`config.mk`:
```
export PLATFORM = sky130hd
export DESIGN_NAME = spmv_top
export DESIGN_NICKNAME = d
export VERILOG_FILES = /design/src/hdl/spmv_cfg_pkg.sv /design/src/hdl/spmv_types_pkg.sv /design/src/hdl/spmv_top.sv /design/src/hdl/spmv_result_drain.sv /design/src/hdl/spmv_row_accum.sv /design/src/hdl/spmv_vec_lookup.sv /design/src/hdl/dpram.sv
export SDC_FILE = /design/constraint.sdc
export NUM_CORES = 1
export LEC_CHECK = 0
export CORE_MARGIN = 2
export CORE_UTILIZATION = 41
export DETAILED_ROUTE_END_ITERATION = 16
export DONT_BUFFER_PORTS = 1
export HOLD_SLACK_MARGIN = 0.02
export SYNTH_ARGS = -nofsm -noshare
export SYNTH_HDL_FRONTEND = slang
export SYNTH_HIERARCHICAL = 1
export SYNTH_SLANG_ARGS = --single-unit
```
`constraint.sdc`:
```
create_clock -name clk -period 6 [get_ports clk]
set_input_delay 0.6 -clock clk [delete_from_list [all_inputs] [get_ports clk]]
set_output_delay 0.6 -clock clk [all_outputs]
set_load 0.05 [all_outputs]
```
`src/hdl/spmv_cfg_pkg.sv`:
```
package spmv_cfg_pkg;

	// element fields as they arrive from the caller.
	localparam int col_id_bits = 8; // column index.
	localparam int row_id_bits = 8; // row index.

	// value widths.
	localparam int mat_val_bits = 8; // matrix nonzero.
	localparam int vec_val_bits = 8; // dense vector entry.

	// a full product needs both operand widths.
	localparam int mult_bits = mat_val_bits + vec_val_bits;

	// 8 guard bits above the product, so 256 full-scale products fit in one row.
	localparam int acc_bits = 24;

	// default buffer address widths.
	localparam int def_vec_awidth = 5; // 32 vector entries.
	localparam int def_row_awidth = 4; // 16 row accumulators.

endpackage
```
`src/hdl/spmv_types_pkg.sv`:
```
package spmv_types_pkg;

	typedef logic [spmv_cfg_pkg::col_id_bits-1:0] col_id_t;
	typedef logic [spmv_cfg_pkg::row_id_bits-1:0] row_id_t;
	typedef logic [spmv_cfg_pkg::mat_val_bits-1:0] mat_val_t;
	typedef logic [spmv_cfg_pkg::vec_val_bits-1:0] vec_val_t; // vector ram payload.
	typedef logic [spmv_cfg_pkg::acc_bits-1:0] acc_t;

	typedef struct packed {
		logic valid;
		col_id_t col_id;
		vec_val_t vec_val;
	} vec_load_t; // one vector buffer write.

	typedef struct packed {
		logic valid;
		row_id_t row_id;
		col_id_t col_id;
		mat_val_t mat_val;
	} mat_elem_t; // one nonzero.

	typedef struct packed {
		logic valid;
		row_id_t row_id;
		mat_val_t mat_val;
		vec_val_t vec_val;
	} operand_t; // nonzero with its vector entry.

	typedef struct packed {
		logic valid;
		row_id_t row_id;
	} drain_req_t;

	typedef struct packed {
		acc_t sum;
	} acc_word_t; // row ram payload.

	typedef struct packed {
		logic valid;
		row_id_t row_id;
		acc_t sum;
	} result_t;

endpackage

```
`src/hdl/spmv_top.sv`:
```
`timescale 1ns/1ps

module spmv_top #(
	parameter int vec_awidth = spmv_cfg_pkg::def_vec_awidth,
	parameter int row_awidth = spmv_cfg_pkg::def_row_awidth
) (
	input  logic clk,
	input  logic rst_n,
	input  spmv_types_pkg::vec_load_t vec_load,
	input  spmv_types_pkg::mat_elem_t elem,
	input  logic drain_start,
	output logic ready,
	output spmv_types_pkg::result_t result
);

	spmv_types_pkg::operand_t operand;
	spmv_types_pkg::drain_req_t drain_req;
	logic drain_busy;
	spmv_types_pkg::acc_word_t rd_sum;
	logic rd_valid;

	// input side.
	spmv_vec_lookup #(
		.vec_awidth(vec_awidth)
	) u_vec_lookup (
		.clk(clk),
		.rst_n(rst_n),
		.vec_load(vec_load),
		.elem(elem),
		.operand(operand)
	);

	// multiply and per-row sums.
	spmv_row_accum #(
		.row_awidth(row_awidth)
	) u_row_accum (
		.clk(clk),
		.rst_n(rst_n),
		.operand(operand),
		.drain_req(drain_req),
		.drain_busy(drain_busy),
		.rd_sum(rd_sum),
		.rd_valid(rd_valid),
		.ready(ready)
	);

	// output side.
	spmv_result_drain #(
		.row_awidth(row_awidth)
	) u_result_drain (
		.clk(clk),
		.rst_n(rst_n),
		.drain_start(drain_start),
		.drain_busy(drain_busy),
		.drain_req(drain_req),
		.rd_sum(rd_sum),
		.rd_valid(rd_valid),
		.result(result)
	);

endmodule

```
`src/hdl/spmv_result_drain.sv`:
```
`timescale 1ns/1ps

module spmv_result_drain #(
	parameter int row_awidth = spmv_cfg_pkg::def_row_awidth
) (
	input  logic clk,
	input  logic rst_n,
	input  logic drain_start,
	output logic drain_busy,
	output spmv_types_pkg::drain_req_t drain_req,
	input  spmv_types_pkg::acc_word_t rd_sum,
	input  logic rd_valid,
	output spmv_types_pkg::result_t result
);

	logic issuing;
	logic [row_awidth-1:0] row_cnt;
	logic req_valid;
	spmv_types_pkg::row_id_t req_row;
	spmv_types_pkg::row_id_t row_q; // row of the sum now on rd_sum.
	logic res_valid;
	spmv_types_pkg::row_id_t res_row;
	spmv_types_pkg::acc_t res_sum;

	always_ff @(posedge clk or negedge rst_n) begin
		if (!rst_n) begin
			issuing <= 1'b0;
			row_cnt <= '0;
			req_valid <= 1'b0;
			res_valid <= 1'b0;
			drain_busy <= 1'b0;
		end else begin
			req_valid <= issuing;
			res_valid <= rd_valid;
			if (drain_start) begin
				issuing <= 1'b1;
				row_cnt <= '0;
				drain_busy <= 1'b1;
			end else if (issuing) begin
				row_cnt <= row_cnt + 1'b1;
				if (row_cnt == '1)
					issuing <= 1'b0;
			end
			// busy ends on the edge that registers the last row.
			if (rd_valid && row_q == spmv_types_pkg::row_id_t'({row_awidth{1'b1}}))
				drain_busy <= 1'b0;
		end
	end

	always_ff @(posedge clk) begin
		req_row <= spmv_types_pkg::row_id_t'(row_cnt);
		row_q <= req_row; // one edge of ram latency.
		res_row <= row_q;
		res_sum <= rd_sum.sum;
	end

	assign drain_req = '{valid: req_valid, row_id: req_row};
	assign result = '{valid: res_valid, row_id: res_row, sum: res_sum};

endmodule

```
`src/hdl/spmv_row_accum.sv`:
```
`timescale 1ns/1ps

module spmv_row_accum #(
	parameter int row_awidth = spmv_cfg_pkg::def_row_awidth
) (
	input  logic clk,
	input  logic rst_n,
	input  spmv_types_pkg::operand_t operand,
	input  spmv_types_pkg::drain_req_t drain_req,
	input  logic drain_busy,
	output spmv_types_pkg::acc_word_t rd_sum,
	output logic rd_valid,
	output logic ready
);

	logic [row_awidth-1:0] op_row; // operand row as ram address.
	logic s2_valid; // product waiting for its write edge.
	logic [row_awidth-1:0] s2_row;
	logic [spmv_cfg_pkg::mult_bits-1:0] s2_prod;
	logic s2_fwd;
	spmv_types_pkg::acc_word_t last_sum; // forwarding register.
	spmv_types_pkg::acc_word_t base_sum;
	spmv_types_pkg::acc_word_t new_sum;
	logic [row_awidth-1:0] clr_row;
	logic sweeping;
	logic [row_awidth-1:0] sweep_cnt;
	logic wren_a;
	logic [row_awidth-1:0] addr_a;
	logic [row_awidth-1:0] addr_b;
	spmv_types_pkg::acc_word_t data_a;

	assign op_row = operand.row_id[row_awidth-1:0];

	// the previous operand wrote this row on the edge we read it.
	assign base_sum = s2_fwd ? last_sum : rd_sum;
	assign new_sum.sum = base_sum.sum + spmv_types_pkg::acc_t'(s2_prod);

	// sweep, then drain clears, then accumulation.
	assign wren_a = sweeping || rd_valid || s2_valid;
	assign addr_a = sweeping ? sweep_cnt : (rd_valid ? clr_row : s2_row);
	assign data_a = (sweeping || rd_valid) ? '0 : new_sum;
	assign addr_b = drain_busy ? drain_req.row_id[row_awidth-1:0] : op_row;

	dpram #(
		.awidth(row_awidth),
		.word_t(spmv_types_pkg::acc_word_t)
	) u_row_ram (
		.clk(clk),
		.addr_a(addr_a),
		.addr_b(addr_b),
		.wren_a(wren_a),
		.wren_b(1'b0),
		.data_a(data_a),
		.data_b('0),
		.out_a(),
		.out_b(rd_sum)
	);

	always_ff @(posedge clk or negedge rst_n) begin
		if (!rst_n) begin
			s2_valid <= 1'b0;
			rd_valid <= 1'b0;
			sweeping <= 1'b1;
			sweep_cnt <= '0;
		end else begin
			s2_valid <= operand.valid;
			rd_valid <= drain_req.valid; // also the zero write one edge later.
			if (sweeping) begin
				sweep_cnt <= sweep_cnt + 1'b1;
				if (sweep_cnt == '1)
					sweeping <= 1'b0;
			end
		end
	end

	always_ff @(posedge clk) begin
		s2_row <= op_row;
		s2_prod <= operand.mat_val * operand.vec_val;
		s2_fwd <= s2_valid && s2_row == op_row;
		clr_row <= drain_req.row_id[row_awidth-1:0];
		if (s2_valid)
			last_sum <= new_sum;
	end

	assign ready = !sweeping && !drain_busy;

	// elements were taken two edges earlier, so ready must still hold.
	a_operand_when_ready: assert property (
		@(posedge clk) disable iff (!rst_n)
		operand.valid |-> ready
	) else $error("row_accum: operand while not ready");

	a_row_in_range: assert property (
		@(posedge clk) disable iff (!rst_n)
		operand.valid |-> (operand.row_id >> row_awidth) == '0
	) else $error("row_accum: row_id %0d outside row buffer", operand.row_id);

endmodule

```
`src/hdl/spmv_vec_lookup.sv`:
```
`timescale 1ns/1ps

module spmv_vec_lookup #(
	parameter int vec_awidth = spmv_cfg_pkg::def_vec_awidth
) (
	input  logic clk,
	input  logic rst_n,
	input  spmv_types_pkg::vec_load_t vec_load,
	input  spmv_types_pkg::mat_elem_t elem,
	output spmv_types_pkg::operand_t operand
);

	spmv_types_pkg::vec_val_t vec_rd; // ram read data, one edge after elem.
	logic elem_valid_q;
	spmv_types_pkg::row_id_t elem_row_q;
	spmv_types_pkg::mat_val_t elem_val_q;
	logic op_valid;
	spmv_types_pkg::row_id_t op_row;
	spmv_types_pkg::mat_val_t op_mat_val;
	spmv_types_pkg::vec_val_t op_vec_val;

	// port a loads the vector, port b only reads.
	dpram #(
		.awidth(vec_awidth),
		.word_t(spmv_types_pkg::vec_val_t)
	) u_vec_ram (
		.clk(clk),
		.addr_a(vec_load.col_id[vec_awidth-1:0]),
		.addr_b(elem.col_id[vec_awidth-1:0]),
		.wren_a(vec_load.valid),
		.wren_b(1'b0),
		.data_a(vec_load.vec_val),
		.data_b('0),
		.out_a(),
		.out_b(vec_rd)
	);

	always_ff @(posedge clk or negedge rst_n) begin
		if (!rst_n) begin
			elem_valid_q <= 1'b0;
			op_valid <= 1'b0;
		end else begin
			elem_valid_q <= elem.valid; // in step with the vector read.
			op_valid <= elem_valid_q;
		end
	end

	always_ff @(posedge clk) begin
		elem_row_q <= elem.row_id;
		elem_val_q <= elem.mat_val;
		op_row <= elem_row_q;
		op_mat_val <= elem_val_q;
		op_vec_val <= vec_rd; // ram output joins row and value here.
	end

	assign operand = '{valid: op_valid, row_id: op_row, mat_val: op_mat_val,
		vec_val: op_vec_val};

	a_col_in_range: assert property (
		@(posedge clk) disable iff (!rst_n)
		elem.valid |-> (elem.col_id >> vec_awidth) == '0
	) else $error("vec_lookup: col_id %0d outside vector buffer", elem.col_id);

endmodule

```
`src/hdl/dpram.sv`:
```
`timescale 1ns/1ps

module dpram #(
	parameter int awidth = 5,
	parameter type word_t = logic [7:0]
) (
	input  logic clk,
	input  logic [awidth-1:0] addr_a,
	input  logic [awidth-1:0] addr_b,
	input  logic wren_a,
	input  logic wren_b,
	input  word_t data_a,
	input  word_t data_b,
	output word_t out_a,
	output word_t out_b
);

	localparam int num_words = 1 << awidth;

	word_t ram [num_words];

	// a writing port keeps its last read data.
	// a read racing a write on the other port sees the old word.
	always_ff @(posedge clk) begin
		if (wren_a) begin
			ram[addr_a] <= data_a;
		end else begin
			out_a <= ram[addr_a];
		end
		if (wren_b) begin
			ram[addr_b] <= data_b;
		end else begin
			out_b <= ram[addr_b];
		end
	end

	// the winner of a same-address write would be tool dependent.
	a_no_write_collision: assert property (
		@(posedge clk) !(wren_a && wren_b && addr_a == addr_b)
	) else $error("dpram: both ports write address %0d", addr_a);

endmodule

```
==> results.toml <==
[run_status]
status = "complete, but fails checks"
violations = "max-slew violations"

[setup_path]
arrival_ns = 4.86
path_class = "reg -> reg"
crit_path_end_kind = "flip-flop"
cp.required_ns = 6.51
cp_max_fo = 34
cp-start-kind = "flip-flop"

[drt]
wl_per_cell_um = 26.64
drc = 0
vias_per_cell = 5.764
drt_first_pass_iters = 5
drtIter0Drc = 2364
final_antenna_net_count = 0
routed_wirelength_um = 112700
vias = 24390

[sta]
slew_violations = 381
fin_crit_ns = 4.345
achievable-frequency_ghz = 0.2301
post-route-period-util = 0.7242
rsz0062_at_grt = "false"
max-slew-margin-rel = -1.586
hold_violations = 0
skew_ns = 0.02877
setup_viol_count_final = 0
fin_tns_setup_ns = 0
worstMarginPinSlew_ns = 3.871

[hold_path]
min_path_type = "in -> reg"

[global_route]
grt_pass1_vias = 24970
grt_pass1_wl_um = 165100
grt_max_degree = 137
antenna_found_initial = 13
grt_usage = 0.2179
gr-total-overflow = 0

[pwr]
p_leak_nw = 17.10
power_density_mw_per_mm2 = 317.2
ir_drop_mv = 0.2503

[layout]
postLayoutCoreUtil = 0.4632
multi_input_area_mm2 = 0.01779
regArea_mm2 = 0.02319
area_growth_pct = 12.01
fill_cells = 8700
layout-drive-gt1-share = 0.3415
fin_nets = 2991

[clock_tree]
clk_latency_ns = 0.67
cts.clk_slew.worst_paths_ns = 0.06
clock-sinks = 806
root_buffer = "clkbuf_16"
ctsHtreeMaxLevel = 3
cts-resized-gates = 0
tritoncts = "yes"
cts_buffer_depth = 3
numCtsBuffers = 92

[yosys]
ys_warn_count = 6
synth_area_mm2 = 0.04135
synth_cells = 2740
synth.avg_cell_area_um2 = 15.09

[placement]
routabilityCongestion = 0.8690
hpwl_um = 67360
port_buffers = 0

[floorplanning]
dieArea_mm2 = 0.1034
ios = 79
core_mm2 = 0.1000
start_util = 0.4135
die_h_um = 321.6
num_rows = 116
die_w_um = 321.6

[job]
max-cap-violations = 0
## through the flow
step                cell area [um2]  power, W  std cells  hold WS [ns]  worst slack, ns
CTS                           46300   0.01477       4229       0.09671            1.536
floorplan                     42170  0.008460       2959        0.3044            2.079
global placement              43120  0.009017       4044        0.3048            1.676
global route                  46310   0.01528       4230        0.1179            1.385
finish                        46320   0.01469       4232        0.1353            1.655
detailed placement            43120  0.009065       4044        0.3048            1.591
## sequential cells by signal, summed over array words and instances, names as in the netlist, 4 cells and up
signal	cells
u_result_drain/req_row	4
u_result_drain/res_row	4
u_result_drain/res_sum	24
u_result_drain/row_cnt	4
u_result_drain/row_q	4
u_row_accum/clr_row	4
u_row_accum/last_sum	24
u_row_accum/s2_prod	16
u_row_accum/s2_row	4
u_row_accum/sweep_cnt	4
u_row_accum/u_row_ram/out_b	24
u_row_accum/u_row_ram/ram	384
u_vec_lookup/elem_row_q	4
u_vec_lookup/elem_val_q	8
u_vec_lookup/op_mat_val	8
u_vec_lookup/op_row	4
u_vec_lookup/op_vec_val	8
u_vec_lookup/u_vec_ram/out_b	8
u_vec_lookup/u_vec_ram/ram	256
## repair_timing
action / CTS / global route
hold buffers: 15 / 0
buffers inserted: 0 / 0
setup endpoints to repair: 0 / 0
hold endpoints to repair: 34 / 0
## report_power, final
part | switching [W] | internal, W
sequential | 0.000262 | 0.00646
clock | 0.00231 | 0.00335
combinational | 0.00137 | 0.000936
total | 0.00394 | 0.0108
## cell usage in the layout, fill, tap and decap left out, types with 33 or more instances in the layout
master     instances
inv_1             62
mux2i_1          145
dfxtp_1           93
mux4_2            96
a22oi_1           48
and2_1            70
clkbuf_16         96
edfxtp_1         696
fa_1              37
mux2_4            40
conb_1           222
o21ai_0           33
mux2_2           607
nand2_1           82
ha_1              54
o22ai_1           78
## metal layers
| metal | track usage | up-vias | part of all wire |
|---|---|---|---|
| met1 | 0.3038 | 12630 | 0.43 |
| met4 | 0.07269 | 2 | 0.031 |
| met5 | 0 | - | 0.00011 |
| met3 | 0.03282 | 223 | 0.075 |
| li1 | - | 10560 | - |
| met2 | 0.3482 | 975 | 0.47 |
## path summary, 6_finish.rpt
| path | from | end | slack (ns) | cells after the start |
|---|---|---|---|---|
| max in group asynchronous | rst_n | u_result_drain/row_cnt[1]$_DFFE_PN0P_ | 5.05 | 1 |
| setup reg to reg | u_row_accum/s2_fwd$_DFF_P_ | u_row_accum/u_row_ram/ram[3][22]$_DFFE_PP_ | 1.65 | 12 |
| min in group asynchronous | rst_n | u_result_drain/drain_busy$_DFFE_PN0P_ | 0.47 | 1 |
| hold / removal | drain_start | u_result_drain/drain_busy$_DFFE_PN0P_ | 0.14 | 2 |
| setup / recovery | u_row_accum/s2_fwd$_DFF_P_ | u_row_accum/u_row_ram/ram[3][22]$_DFFE_PP_ | 1.65 | 12 |
| hold reg to reg | u_vec_lookup/elem_val_q[7]$_DFF_P_ | u_vec_lookup/op_mat_val[7]$_DFF_P_ | 0.33 | 0 |
## area by class of cell
class                           count  share of cell area
Antenna cell                        3           0.0001621
Sequential cell                   806              0.5007
Timing Repair Buffer               49            0.009293
Tap cell                         1298             0.03506
Clock buffer                      119             0.05438
Multi-Input combinational cell   1843              0.3842
Inverter                           63            0.005106
Clock inverter                     51             0.01113
## worst max-delay path, stage by stage (launching register included)
cell and delay [ns]:
dfxtp_1 0.32, buf_4 0.40, mux2_2 0.25, ha_1 0.19, inv_1 0.08, fa_1 0.43, nand2b_1 0.19, a21o_1 0.20
a21oi_1 0.29, a31oi_4 0.20, o21ai_2 0.27, mux2i_1 1.02, mux2_2 0.33
No activity file was read; power rests on OpenSTA's default activity.
